--- src/common/mempool_lite_pkg.sv ---
//~~~~~~~~~~~~~~~~~~~~~~~~~~~~~~~~~~~~~~
// Address map and bundles assume 32-bit AXI4-Lite, one beat per access
// Region end addresses are exclusive
//~~~~~~~~~~~~~~~~~~~~~~~~~~~~~~~~~~~~~~
package mempool_lite_pkg;

  localparam int unsigned AddrWidth = 32;
  localparam int unsigned DataWidth = 32;
  localparam int unsigned StrbWidth = DataWidth / 8;

  typedef logic [AddrWidth-1:0] addr_t;
  typedef logic [DataWidth-1:0] data_t;
  typedef logic [StrbWidth-1:0] strb_t;

  localparam addr_t CtrlBaseAddr    = 32'h4000_0000;
  localparam addr_t CtrlEndAddr     = 32'h4001_0000;
  localparam addr_t L2BaseAddr      = 32'h8000_0000; // End follows from bank geometry
  localparam addr_t BootromBaseAddr = 32'hA000_0000;
  localparam addr_t BootromEndAddr  = 32'hA001_0000;

  // Byte offsets inside the control region
  localparam addr_t CtrlEocOffset     = 32'h0;
  localparam addr_t CtrlWakeUpOffset  = 32'h4;
  localparam addr_t CtrlScratchOffset = 32'h8;
  localparam int unsigned NumScratchRegs = 4;

  // Tiny boot stub: load the L2 entry point, sleep, then jump there
  localparam int unsigned BootromWords = 8;
  localparam data_t BootromImage [BootromWords] = '{
    32'h0000_0297, // auipc t0, 0
    32'h0182_a303, // lw    t1, 24(t0)
    32'h1050_0073, // wfi
    32'h0003_0067, // jr    t1
    32'h0000_0013,
    32'h0000_0013,
    32'h8000_0000, // Entry point
    32'h0000_0000
  };

  typedef enum logic [1:0] {
    RespOkay   = 2'b00,
    RespSlvErr = 2'b10,
    RespDecErr = 2'b11
  } axi_resp_e;

  typedef enum logic [1:0] {
    TgtCtrl,
    TgtL2,
    TgtBootrom
  } mem_target_e;

  typedef struct packed {
    addr_t aw_addr;
    logic  aw_valid;
    data_t w_data;
    strb_t w_strb;
    logic  w_valid;
    logic  b_ready;
    addr_t ar_addr;
    logic  ar_valid;
    logic  r_ready;
  } axil_req_t;

  typedef struct packed {
    logic      aw_ready;
    logic      w_ready;
    logic      b_valid;
    axi_resp_e b_resp;
    logic      ar_ready;
    logic      r_valid;
    data_t     r_data;
    axi_resp_e r_resp;
  } axil_rsp_t;

  typedef struct packed {
    logic  valid;
    logic  we;
    addr_t word_addr; // Word offset inside the region
    data_t wdata;
    strb_t strb;
  } mem_req_t;

  typedef struct packed {
    logic  rvalid;
    data_t rdata;
    logic  err;
  } mem_rsp_t;

  // Merge the strobed bytes of new_data into old_data
  function automatic data_t apply_strb(data_t old_data, data_t new_data, strb_t strb);
    data_t result;
    result = old_data;
    for (int i = 0; i < StrbWidth; i++) begin
      if (strb[i]) begin
        result[8*i +: 8] = new_data[8*i +: 8];
      end
    end
    return result;
  endfunction

endpackage

--- src/design/bootrom.sv ---
//~~~~~~~~~~~~~~~~~~~~~~~~~~~~~~~~~~~~~~
// Read-only, zero past the boot image
//~~~~~~~~~~~~~~~~~~~~~~~~~~~~~~~~~~~~~~
`timescale 1ns/1ps

module bootrom
  import mempool_lite_pkg::*;
(
  input  logic     clk_i,
  input  logic     reset_i,
  input  mem_req_t req_i,
  output mem_rsp_t rsp_o
);

  localparam int unsigned IdxWidth = BootromWords > 1 ? $clog2(BootromWords) : 1;

  logic  rvalid_q, err_q;
  data_t rdata_q;

  always_ff @(posedge clk_i) begin
    if (reset_i) begin
      rvalid_q <= 1'b0;
    end else begin
      rvalid_q <= req_i.valid;
    end
  end

  always_ff @(posedge clk_i) begin
    if (req_i.valid) begin
      err_q   <= req_i.we; // Flag a stray write
      rdata_q <= (req_i.word_addr < BootromWords) ?
                 BootromImage[req_i.word_addr[IdxWidth-1:0]] : '0;
    end
  end

  assign rsp_o.rvalid = rvalid_q;
  assign rsp_o.rdata  = rdata_q;
  assign rsp_o.err    = err_q;

endmodule

--- config.mk ---
export PLATFORM = sky130hd
export DESIGN_NAME = bootrom
export DESIGN_NICKNAME = d
export VERILOG_FILES = /design/src/common/mempool_lite_pkg.sv /design/src/design/bootrom.sv
export SDC_FILE = /design/constraint.sdc
export NUM_CORES = 1
export LEC_CHECK = 0
export BUFFER_PORTS_ARGS = -buffer_cell sky130_fd_sc_hd__buf_4
export CAP_MARGIN = 20
export CORE_MARGIN = 4
export CORE_UTILIZATION = 29
export CTS_BUF_LIST = sky130_fd_sc_hd__clkbuf_8
export DETAILED_ROUTE_END_ITERATION = 10
export PLACE_DENSITY = 0.79
export SETUP_SLACK_MARGIN = 0.2
export SLEW_MARGIN = 20
export SYNTH_ARGS = -nofsm -noshare
export SYNTH_HDL_FRONTEND = slang
export SYNTH_SLANG_ARGS = --single-unit
--- constraint.sdc ---
create_clock -name clk_i -period 1.19 [get_ports clk_i]
set_clock_uncertainty 0.2 [all_clocks]
set_input_delay 0.119 -clock clk_i [delete_from_list [all_inputs] [get_ports clk_i]]
set_output_delay 0.119 -clock clk_i [all_outputs]
set_load 0.005 [all_outputs]
=== Word-level counts from Yosys, hierarchy flattened ===
Memories as Yosys holds them, arrays and structs flattened. A register that Yosys moved wholly into a read port is not among the register bits.
Cells that the tools add are included.

* Bits in registers: 2
* Bits in read-only memories: 256
* Bits of input ports: 72
* Output and inout bits: 34
* Logic and storage cells: 6
* Memories kept: 1

{| class="wikitable"
|+ Memory list
! memory !! depth !! width !! read ports !! clocked after Yosys merged registers in !! wr ports !! line !! RTL
|-
| (name not given) || 8 || 32 || 1 || 1 || 0 || bootrom.sv:32 || <nowiki>BootromImage[req_i.word_addr[IdxWidth-1:0]] : '0;</nowiki>
|}

* Order comparisons: 1
* Bitwise operators: 1
* Reduce and logical (&&, ||, !) cells: 1

{| class="wikitable"
|+ Operators with widths
! kind !! count
|-
| < comparator 32 x 4 -> 1 bit (second input constant) || 1
|-
| NOT 3 -> 4 bit || 1
|-
| logical NOT 1 bit || 1
|}

=== Depth between registers and ports, before layout ===
Gate-level depths: netlist of run 1.

* Depth in word-level cells: 2
* Mapped depth: 4

=== Least setup slack after synthesis of run 1 ===
Ideal clock, no wire load.

* Kind: in2reg
* Start point: input port req_i[63] (netlist bit)
* End point: register rdata_q[7] (data pin)
* Library setup time: 169 ps
* Arrival: 905 ps
* Required time: 821 ps
* Path slack: -84 ps
* Stages on the path: 4
* Path buffers: 1
* Cells stage by stage: nor4_1 -> nand4_1 -> buf_6 -> nor4b_2

* Cells in the longest elaborated chain, start to end: 2

{| class="wikitable"
|+ RTL lines
! element !! line !! RTL
|-
| start, declared || bootrom.sv:11 || <nowiki>input mem_req_t req_i,</nowiki>
|-
| < comparator 32 x 4 -> 1 bit || bootrom.sv:31 || <nowiki>rdata_q <= (req_i.word_addr < BootromWords) ?</nowiki>
|-
| logical NOT 1 bit (no source line) || - ||
|-
| end, declared || bootrom.sv:18 || <nowiki>data_t rdata_q;</nowiki>
|}

No other way between the ends.
A chain may end at the register's enable or synchronous reset.

=== Final worst setup path of run 1 ===
* Start point: input port req_i[50] (netlist bit)
* End point: register rdata_q[1] (data pin)

The elaborated chain is that of the path after synthesis.

==> reports/qor.log, run 1 <==
qor: synth.netlist_top_cells_count sky130_fd_sc_hd__buf_4, sky130_fd_sc_hd__edfxtp_1, sky130_fd_sc_hd__nor4_1, sky130_fd_sc_hd__nor4_2
qor: power.power.density 799 nW/µm²
qor: cts.clock_tree.buffer_depth 2
qor: synth.yosysSeqAreaShare 0.479
qor: synth.post_synth_num_cell_types 19
qor: synth.synth.ff_latch_count 13
qor: status.violations setup timing
qor: finish.seqCellArea 382 µm²
qor: detailed_routing.routed_via_density 4.44
qor: timing.period_share 1.10
qor: synth.synth_top_family_by_area simple AND/OR/NAND/NOR gates
qor: finish.multi_input_area 422 µm²
qor: floorplan.rows 18
qor: synth.synth_area_per_cell 11.7 µm²
qor: job.cap_violations 0
qor: global_route.first_global_vias 677
qor: status.run_status finished, violations left
qor: finish.final_nets 194
qor: timing.hold_fails_final_rpt 0
qor: global_route.antenna_found_initial 0
qor: floorplan.die-area 3640 µm²
qor: critical_path.crit_slowest_cell sky130_fd_sc_hd__nor4_4
qor: synth.synth_top_area_frac 0.454
qor: synth.yosysWarningCount 0
qor: critical_path.critPathMaxFanout 5
qor: critical_path.worst_setup_path_start_kind input pin
qor: place.place_inst 143
qor: synth.post-synth-top-area-cell sky130_fd_sc_hd__edfxtp_1
qor: critical_path.worst-setup-path-type input pin to flip-flop
qor: detailed_routing.post_detailed_routing_wire_length 2120 µm
qor: synth.post_syn_area 793 µm²
qor: floorplan.die_w 60.3 µm
qor: finish.post_route_cells_drive_above_1_share 0.669
qor: timing.timing.final.crit_period 1.31 ns
qor: finish.synthToLayoutAreaGrowth 87.9%
qor: floorplan.core_region_area 2540 µm²
qor: synth.post_synth_mux_area_share 0
qor: synth.synth_compound_gate_area_share 0
qor: power.leakage 0.637 nW
qor: critical_path.path_delay_family simple AND/OR/NAND/NOR gates
qor: timing.max_freq 764 MHz
qor: timing.fin_ws -0.120 ns
qor: finish.layout.filler_cells 200
qor: min_path.hp-class input pin to flip-flop
qor: finish.layout.cells.non_filler 151
qor: synth.post_synth_and_or_nand_nor_area_fraction 0.262
qor: detailed_routing.remaining_drc_errors 0
qor: critical_path.path_cells buf_6 > nor4_4 > nand4_1 > buf_4 > buf_6 > nor3b_2
qor: synth.synth_adder_area_share 0
qor: power.vdd.ir_drop.worst 0.633 mV
qor: finish.final_design_area_no_fill 1490 µm²
qor: global_route.grt_start_max_net_pins 14
qor: cts.clock_tree_from_tritoncts built
qor: critical_path.cp_num_buf_inv 3
qor: place.place.detailed.hpwl 1620 µm
qor: synth.syn_inst 68
qor: synth.synth-edff-count 12
qor: critical_path.critPathArrivalTime 1.19 ns
qor: synth.ys.flop_type sky130_fd_sc_hd__edfxtp_1
qor: cts.cts_made_buffers 3
qor: timing.finalMaxSlewViolations 0
qor: global_route.grt_pass1_wl 2840 µm
qor: finish.insertedDiodeCount 0
qor: detailed_routing.num_vias 670
qor: place.postPlaceCellArea 1200 µm²
qor: place.place.gp.congestion 0.712
qor: synth.asyncSetResetFlopFracSynth 0
qor: synth.yosys.area_share.xor_xnor 0.0110
qor: critical_path.crit_required 1.07 ns
qor: cts.master_cell_of_the_clock_root_buffer sky130_fd_sc_hd__clkbuf_8
qor: detailed_routing.firstDrtPassIters 3
qor: synth.post_synth_main_area_contributors sky130_fd_sc_hd__edfxtp_1, sky130_fd_sc_hd__buf_4, sky130_fd_sc_hd__nor4_2, sky130_fd_sc_hd__nor4_1, sky130_fd_sc_hd__dfxtp_1
qor: timing.setup_repair_after_global_routing_missed_its_margin true
qor: critical_path.critical-path-max-stage-delay 0.26 ns
qor: synth.synth_most_common_cell sky130_fd_sc_hd__buf_4
qor: detailed_routing.avgRoutedWirePerCell 14.0 µm
qor: detailed_routing.drtIter0Drc 2
qor: detailed_routing.antenna_left 0
qor: timing.setup_viol 13
qor: place.place.port_buffers 56
qor: cts.clock_sink_count 13
qor: power.totalPowerFinal 1.19 mW
qor: cts.cts.reportedPaths.clkPinSlew 0.05 ns
qor: cts.h-tree-depth 1
qor: global_route.global_route.overflow_total 0
qor: floorplan.io_pins 106
qor: critical_path.cpMostUsedCell sky130_fd_sc_hd__buf_6
qor: global_route.global_route.usage.total 0.108
qor: floorplan.chipHeight 60.3 µm
qor: floorplan.start_util 0.312
qor: critical_path.worstSetupEndpointType flip-flop
==> sequential cells by signal, summed over array words and instances, names as in the netlist <==
signal	cells
rvalid_q	1
rdata_q	11
err_q	1
==> logic make-up after synthesis <==
| group | after synthesis |
|---|---|
| buffers and inverters | 26 |
| other | 1 |
| DFF | 13 |
| and+or+nand+nor | 27 |
| xor gates and xnor gates | 1 |
==> area by class of cell <==
type,count,area share
Clock inverter,1,0.00252
Inverter,1,0.00252
Clock buffer,3,0.0277
Sequential cell,13,0.256
Tap cell,30,0.0252
Multi-Input combinational cell,41,0.283
Timing Repair Buffer,62,0.403
==> cell usage in the layout (no fill, tap or decap), drive strengths merged <==
| cell | netlist | final |
|---|---|---|
| nand2b | 1 | 1 |
| nand2 | 2 | 2 |
| edfxtp | 12 | 12 |
| dlygate4sd3 | 0 | 1 |
| nor4 | 12 | 12 |
| nor3b | 1 | 1 |
| nor4b | 2 | 2 |
| dlymetal6s4s | 0 | 1 |
| nor2b | 1 | 1 |
| inv | 1 | 2 |
| buf | 25 | 60 |
| dfxtp | 1 | 1 |
| xor2 | 1 | 1 |
| nor3 | 3 | 3 |
| conb | 1 | 13 |
| nor2 | 3 | 3 |
| nand4 | 2 | 2 |
| clkbuf | 0 | 3 |
==> power breakdown <==
part | leakage (nW) | internal, mW | switching [mW] | total [mW]
combinational | 0.487 | 0.173 | 0.104 | 0.276
sequential | 0.123 | 0.523 | 0.0165 | 0.540
clock | 0.0269 | 0.227 | 0.147 | 0.374
==> path summary, 6_finish.rpt <==
kind | from | end | slack [ns] | cells after the start
worst min-delay path | req_i[37] | rdata_q[9]$_SDFFCE_PP0P_ | 0.008 | 2
worst max-delay path | req_i[50] | rdata_q[1]$_SDFFCE_PP0P_ | -0.12 | 6
==> stage by stage <==
stage               utilization  TNS (ns)  setup slack, ns  hold slack [ns]
floorplan                     -    -0.345          -0.0709         -0.00939
finish                    0.586    -0.550           -0.120          0.00756
detailed placement        0.471     -2.90           -0.337           0.0806
global placement          0.471     -2.38           -0.259           0.0776
CTS                       0.536    -0.336          -0.0524         0.000787
global route              0.586     -1.32           -0.182          0.00831
==> layer usage <==
| layer | up-vias | share of wire | global-route usage |
|---|---|---|---|
| met5 | - | 0 | 0 |
| met4 | 0 | 0.013 | 0.0665 |
| met3 | 4 | 0.089 | 0.0130 |
| met2 | 39 | 0.63 | 0.230 |
| met1 | 308 | 0.27 | 0.0891 |
| li1 | 319 | - | - |
==> repair_timing <==
item	CTS	global route
gates resized for setup	22	26
endpoints found under the hold margin	2	0
pin swaps	2	2
gates cloned	1	0
endpoints found under the setup margin	31	33
setup buffers	0	1
hold buffers	2	0
No activity file was read; power rests on OpenSTA's default activity.
==> run 2, diff against run 1 <==
CORE_MARGIN = 5   (was 4)
CTS_CLUSTER_SIZE = 8   (was default)
SETUP_SLACK_MARGIN = default   (was 0.2)
==> run 2 against run 1 <==
The run still ends with setup timing left. Final cell count shrank 0.66%. Worst setup slack better by 0.11 ns. Maximum frequency up 8.7%. Die area rose by 6.7%. Final area shrank 12%. First-iteration DRC count grew 100%. Critical endpoint is now rdata_q[4]$_SDFFCE_PP0P_. Sequential share of layout area is 3.5 points higher. Power down 5.0%.
==> reports/qor.log, run 2 (synthesis results as in run 1) <==
qor: power.totalPowerFinal 1.13 mW [-5.0%]
qor: critical_path.critical-path-max-stage-delay 0.25 ns [about the same]
qor: place.postPlaceCellArea 1180 µm² [-1.8%]
qor: timing.fin_ws -0.0144 ns [+0.105 ns]
qor: detailed_routing.drtIter0Drc 4 [+2]
qor: finish.synthToLayoutAreaGrowth 64.8%
qor: place.place.gp.congestion 0.820 [+15%]
qor: cts.clock_tree_from_tritoncts built
qor: place.place.port_buffers 56 [unchanged]
qor: finish.mostFrequentLayoutCells sky130_fd_sc_hd__buf_4, sky130_fd_sc_hd__conb_1, sky130_fd_sc_hd__edfxtp_1
qor: cts.master_cell_of_the_clock_root_buffer sky130_fd_sc_hd__clkbuf_8
qor: floorplan.chipHeight 62.3 µm [+3.3%]
qor: critical_path.path_delay_family simple AND/OR/NAND/NOR gates
qor: global_route.global_route.overflow_total 0 [unchanged]
qor: critical_path.crit_slowest_cell sky130_fd_sc_hd__nor4_4
qor: min_path.hp-class input pin to flip-flop
qor: power.vdd.ir_drop.worst 0.518 mV [-18%]
qor: cts.h-tree-depth 1 [unchanged]
qor: finish.largestRegisters rdata_q: 11 flops, err_q: 1 flops, rvalid_q: 1 flops
qor: global_route.antenna_found_initial 0 [unchanged]
qor: floorplan.core_region_area 2690 µm² [+5.6%]
qor: critical_path.cp_num_buf_inv 2 [-1]
qor: critical_path.critPathMaxFanout 11 [+6]
qor: detailed_routing.firstDrtPassIters 2 [-1]
qor: global_route.first_global_vias 649 [-4.1%]
qor: timing.setup_viol 1 [-12]
qor: finish.final_nets 192 [-1.0%]
qor: detailed_routing.avgRoutedWirePerCell 12.2 µm [-13%]
qor: timing.setup_repair_after_global_routing_missed_its_margin true
qor: power.leakage 0.537 nW [-16%]
qor: finish.post_route_cells_drive_above_1_share 0.639 [-0.0308]
qor: cts.cts_made_buffers 3 [unchanged]
qor: finish.multi_input_area 362 µm² [-14%]
qor: timing.timing.final.crit_period 1.20 ns [-0.105 ns]
qor: cts.clock_tree.buffer_depth 2 [unchanged]
qor: power.internal_power_of_the_cells 0.890 mW [-3.6%]
qor: finish.layout.cells.most_common sky130_fd_sc_hd__buf_4
qor: critical_path.worstSetupEndpointType flip-flop
qor: timing.max_freq 830 MHz [+8.7%]
qor: critical_path.crit_required 1.05 ns [-0.02 ns]
qor: global_route.global_route.usage.total 0.0883 [-0.0197]
qor: status.run_status finished, violations left
qor: finish.largest_register_ffs 11 [unchanged]
qor: power.power.switching 0.240 mW [-9.8%]
qor: power.combinationalPowerShare 0.208 [-0.024]
qor: floorplan.die_w 62.3 µm [+3.3%]
qor: critical_path.critPathArrivalTime 1.07 ns [-0.12 ns]
qor: cts.cts.reportedPaths.clkPinSlew 0.05 ns [about the same]
qor: detailed_routing.remaining_drc_errors 0 [unchanged]
qor: critical_path.worst-setup-path-type input pin to flip-flop
qor: power.pwr-share-clk 0.321 [+0.007]
qor: finish.layout.filler_cells 246 [+23%]
qor: floorplan.start_util 0.295 [-0.0164]
qor: floorplan.die-area 3880 µm² [+6.7%]
qor: timing.hold_fails_final_rpt 0 [unchanged]
qor: power.net_switching_share_of_the_total_power 0.213 [-0.0114]
qor: detailed_routing.antenna_left 0 [unchanged]
qor: cts.clock_sink_count 13 [unchanged]
qor: finish.final_design_area_no_fill 1310 µm² [-12%]
qor: global_route.grt_pass1_wl 2830 µm [-0.46%]
qor: power.power.density 865 nW/µm² [+8.3%]
qor: detailed_routing.routed_via_density 4.36 [-1.7%]
qor: finish.seqCellArea 380 µm² [-0.33%]
qor: finish.insertedDiodeCount 0 [unchanged]
qor: detailed_routing.post_detailed_routing_wire_length 1830 µm [-14%]
qor: detailed_routing.num_vias 654 [-2.4%]
qor: timing.period_share 1.01 [-0.0884]
qor: critical_path.worst_setup_path_start_kind input pin
qor: finish.register_with_the_most_flip_flops rdata_q
qor: global_route.grt_start_max_net_pins 14 [unchanged]
qor: job.cap_violations 0 [unchanged]
qor: floorplan.rows 19 [+1]
qor: power.power.share.sequential 0.471 [+0.017]
qor: floorplan.io_pins 106 [unchanged]
qor: critical_path.path_cells buf_4 > nor4_4 > nand4_1 > buf_6 > nor4b_2
qor: timing.finalMaxSlewViolations 0 [unchanged]
qor: status.violations setup timing
-- run 2: cell count changes in the layout (fill, tap and decap cells not counted), sizes merged --
cell / change
dlymetal6s4s: -1
dlygate4sd3: +1
buf: -2
-- run 2: metrics by stage --
stage / hold WS (ns) / setup TNS, ns / utilization / setup WS (ns) / std cells
2_1_floorplan: -0.00939 / -0.354 / - / -0.0727 / 80
5_1_grt: 0.0312 / -0.574 / 0.487 / -0.0921 / 150
3_3_place_gp: 0.0768 / -2.31 / 0.439 / -0.274 / 144
6_report: 0.0130 / -0.0144 / 0.487 / -0.0144 / 150
3_5_place_dp: 0.0798 / -2.78 / 0.439 / -0.387 / 144
4_1_cts: 0.0137 / -0.0591 / 0.473 / -0.0385 / 150
-- run 2: final timing paths --
| path | start | end | cells after the start |
|---|---|---|---|
| worst max-delay path | req_i[50] | rdata_q[4]$_SDFFCE_PP0P_ | 5 |
| worst min-delay path | req_i[69] | err_q$_DFFE_PP_ | 1 |
-- run 2: repair_timing --
item | 4_1_cts | 5_1_grt
hold buffers | 2 | 0
buffers inserted | 0 | 0
endpoints found under the hold margin | 2 | 0
resized for setup | 5 | 6
pin swaps | 0 | 0
endpoints found under the setup margin | 6 | 10
-- run 2: power groups by stage --
stage	registers, mW	clock network, mW	logic [mW]
after floorplan	0.543	0	0.0918
after global placement	0.541	0	0.212
after detailed placement	0.542	0	0.216
after CTS	0.533	0.380	0.226
after global routing	0.536	0.394	0.255
final	0.532	0.363	0.236
-- run 2: area by class of cell --
type | count | area share
clock buffers | 3 | 0.0316
multi-input cells | 41 | 0.277
clock inverters | 1 | 0.00287
flip-flops and latches | 13 | 0.291
repair buffers | 60 | 0.366
inverters | 1 | 0.00287
well taps | 31 | 0.0297
-- run 2: layer usage --
| layer | vias up | global-route usage | wire, µm |
|---|---|---|---|
| met5 | - | 0 | 0 |
| met4 | 0 | 0.0318 | 4 |
| met3 | 2 | 0.0414 | 234 |
| met2 | 44 | 0.149 | 954 |
| met1 | 293 | 0.0958 | 633 |
| li1 | 315 | - | - |
==> run 3, diff against run 2 <==
ABC_AREA = 1   (was default)
CORE_UTILIZATION = 28   (was 29)
PLACE_DENSITY = 0.77   (was 0.79)
==> run 3 against run 2 <==
The flow now finishes without violations. Maximum frequency increased by 4.5%. Sequential power barely moved. Via count grew 4.9%. Critical endpoint is now rsp_o[16].
==> reports/qor.log, run 3 <==
qor: timing.hold_fails_final_rpt 0 [unchanged]
qor: finish.mostFrequentLayoutCells sky130_fd_sc_hd__buf_4, sky130_fd_sc_hd__nor2_1, sky130_fd_sc_hd__nand2_1
qor: global_route.grt_pass1_wl 2660 µm [-6.1%]
qor: critical_path.critPathArrivalTime 0.83 ns [-0.24 ns]
qor: critical_path.crit_required 0.87 ns [-0.18 ns]
qor: synth.post_synth_main_area_contributors sky130_fd_sc_hd__edfxtp_1, sky130_fd_sc_hd__buf_4, sky130_fd_sc_hd__nor2_1, sky130_fd_sc_hd__nand2_1, sky130_fd_sc_hd__inv_1
qor: floorplan.io_pins 106 [unchanged]
qor: timing.setup_viol 0 [-1]
qor: synth.post_syn_area 786 µm² [-0.95%]
qor: cts.master_cell_of_the_clock_root_buffer sky130_fd_sc_hd__clkbuf_8
qor: finish.layout.cells.most_common sky130_fd_sc_hd__buf_4
qor: floorplan.core_region_area 2730 µm² [+1.8%]
qor: timing.totalNegativeSetupSlack 0 ns [+0.0144 ns]
qor: cts.clock_tree.buffer_depth 2 [unchanged]
qor: global_route.grt_start_max_net_pins 14 [unchanged]
qor: critical_path.worst-setup-path-type flip-flop to primary output
qor: power.vdd.ir_drop.worst 0.608 mV [+17%]
qor: finish.layout.filler_cells 301 [+22%]
qor: critical_path.worst_setup_path_start_kind flip-flop
qor: synth.syn_inst 94 [+38%]
qor: power.leakage 0.605 nW [+13%]
qor: critical_path.path_cells buf_4
qor: synth.yosysSeqAreaShare 0.484 [+0.00458]
qor: detailed_routing.met3WireLength 266 µm [+14%]
qor: synth.yosysWarningCount 0 [unchanged]
qor: global_route.first_global_vias 673 [+3.7%]
qor: finish.largestRegisters rdata_q: 11 flops, err_q: 1 flops, rvalid_q: 1 flops
qor: place.place.gp.congestion 0.696 [-15%]
qor: cts.clock_tree_from_tritoncts built
qor: critical_path.path_delay_family flip-flops
qor: cts.cts_made_buffers 3 [unchanged]
qor: finish.post_route_cells_drive_above_1_share 0.411 [-0.228]
qor: cts.h-tree-depth 1 [unchanged]
qor: synth.synth-edff-count 12 [unchanged]
qor: synth.ys.flop_type sky130_fd_sc_hd__edfxtp_1
qor: detailed_routing.post_detailed_routing_wire_length 1680 µm [-7.9%]
qor: synth.synth.ff_latch_count 13 [unchanged]
qor: finish.register_with_the_most_flip_flops rdata_q
qor: place.place.detailed.hpwl 1470 µm
qor: global_route.antenna_found_initial 0 [unchanged]
qor: timing.holdWs 0.0149 ns [+0.00192 ns]
qor: timing.max_freq 867 MHz [+4.5%]
qor: timing.finalMaxSlewViolations 0 [unchanged]
qor: global_route.global_route.overflow_total 0 [unchanged]
qor: synth.synth_area_per_cell 8.36 µm² [-28%]
qor: detailed_routing.avgRoutedWirePerCell 9.50 µm [-22%]
qor: power.power.density 924 nW/µm² [+6.9%]
qor: cts.postCtsResizedCells 0 [-5]
qor: power.totalPowerFinal 1.10 mW [-2.6%]
qor: finish.layout.cells.non_filler 177 [+18%]
qor: synth.synth_top_area_frac 0.459 [+0.00434]
qor: synth.post-synth-top-area-cell sky130_fd_sc_hd__edfxtp_1
qor: job.cap_violations 0 [unchanged]
qor: floorplan.die-area 3970 µm² [+2.2%]
qor: floorplan.start_util 0.287 [-0.00788]
qor: timing.period_share 0.969 [-0.0434]
qor: finish.final_nets 219 [+14%]
qor: place.place_inst 170 [+18%]
qor: finish.largest_register_ffs 11 [unchanged]
qor: place.place.port_buffers 56 [unchanged]
qor: finish.synthToLayoutAreaGrowth 51.8%
qor: status.run_status completed
qor: critical_path.crit_slowest_cell sky130_fd_sc_hd__edfxtp_1
qor: timing.timing.final.crit_period 1.15 ns [-0.0517 ns]
qor: timing.setup_repair_after_global_routing_missed_its_margin true
qor: global_route.global_route.usage.total 0.0816 [-0.00669]
qor: synth.post_synth_num_cell_types 10 [-9]
qor: floorplan.rows 19 [unchanged]
qor: detailed_routing.firstDrtPassIters 4 [+2]
qor: place.place_ws -0.149 ns [+0.238 ns]
qor: detailed_routing.drtIter0Drc 12 [+8]
qor: detailed_routing.num_vias 686 [+4.9%]
qor: critical_path.worstSetupEndpointType primary output
qor: min_path.hp-class input pin to flip-flop
qor: critical_path.critical-path-max-stage-delay 0.43 ns [+0.18 ns]
qor: synth.synth_most_common_cell sky130_fd_sc_hd__nor2_1
qor: detailed_routing.antenna_left 0 [unchanged]
qor: critical_path.critPathMaxFanout 5 [-6]
qor: detailed_routing.drt-met1-wl 602 µm [-4.9%]
qor: detailed_routing.dr_wl_met2 796 µm [-17%]
qor: detailed_routing.routed_via_density 3.88 [-11%]
qor: synth.netlist_top_cells_count sky130_fd_sc_hd__nor2_1, sky130_fd_sc_hd__buf_4, sky130_fd_sc_hd__nand2_1
qor: finish.final_design_area_no_fill 1190 µm² [-8.8%]
qor: timing.fin_ws 0.0373 ns [+0.0517 ns]
qor: detailed_routing.highest-signal-layer met4
qor: synth.asyncSetResetFlopFracSynth 0 [unchanged]
qor: floorplan.chipHeight 63.0 µm [+1.1%]
qor: floorplan.die_w 63.0 µm [+1.1%]
qor: critical_path.cp_num_buf_inv 1 [-1]
qor: finish.insertedDiodeCount 0 [unchanged]
qor: detailed_routing.remaining_drc_errors 0 [unchanged]
qor: finish.fin_util 0.436 [-0.0506]
qor: cts.cts.reportedPaths.clkPinSlew 0.05 ns [about the same]
qor: cts.clock_sink_count 13 [unchanged]
qor: place.postPlaceCellArea 1120 µm² [-5.2%]
run 3: cell count changes in the layout (fill, tap and decap cells not counted), moves of 3 or more:
cell | previous run | this run
sky130_fd_sc_hd__nor4_2 | 6 | 0
sky130_fd_sc_hd__nor2_1 | 3 | 29
sky130_fd_sc_hd__nand2_1 | 2 | 15
sky130_fd_sc_hd__buf_4 | 52 | 56
sky130_fd_sc_hd__inv_1 | 2 | 11
sky130_fd_sc_hd__nor4_4 | 6 | 0
sky130_fd_sc_hd__buf_6 | 6 | 0
sky130_fd_sc_hd__nor3_1 | 3 | 0
run 3: report_power, final:
group          total (mW)  internal (mW)  switching (mW)
sequential          0.532          0.522         0.00963
clock               0.363          0.226           0.136
combinational       0.207          0.134          0.0735
total                1.10          0.882           0.220
run 3: layout make-up:
cell class / count / area [µm²] / share of cell area
Clock buffer: 3 / 41.3 / 0.0346
Clock inverter: 1 / 3.75 / 0.00315
Inverter: 10 / 37.5 / 0.0315
Multi-Input combinational cell: 60 / 240 / 0.201
Sequential cell: 13 / 380 / 0.319
Tap cell: 31 / 38.8 / 0.0325
Timing Repair Buffer: 59 / 450 / 0.378
run 3: worst paths after layout:
path | slack [ns] | depth (start not counted) | from | endpoint
max | 0.04 | 1 | rdata_q[24]$_SDFFCE_PP0P_ | rsp_o[16]
min | 0.01 | 2 | req_i[37] | rdata_q[24]$_SDFFCE_PP0P_
run 3: cell families (layout without fill, tap and decap cells):
logic type,after synthesis,in the layout,synth area share
buf+inv,33,73,0.268
other cells,1,13,0.00477
xor+xnor,1,1,0.0111
simple gates,46,46,0.232
flops,13,13,0.484
run 3: layer usage:
metal / global-route usage / vias up
li1: - / 352
met1: 0.0856 / 282
met2: 0.140 / 50
met3: 0.0324 / 2
met4: 0.0398 / 0
met5: 0 / -
run 3: timing repair:
action / 4_1_cts / 5_1_grt
endpoints found under the hold margin: 2 / 0
endpoints found under the setup margin: 0 / 6
buffers inserted: 0 / 0
hold buffers: 3 / 0
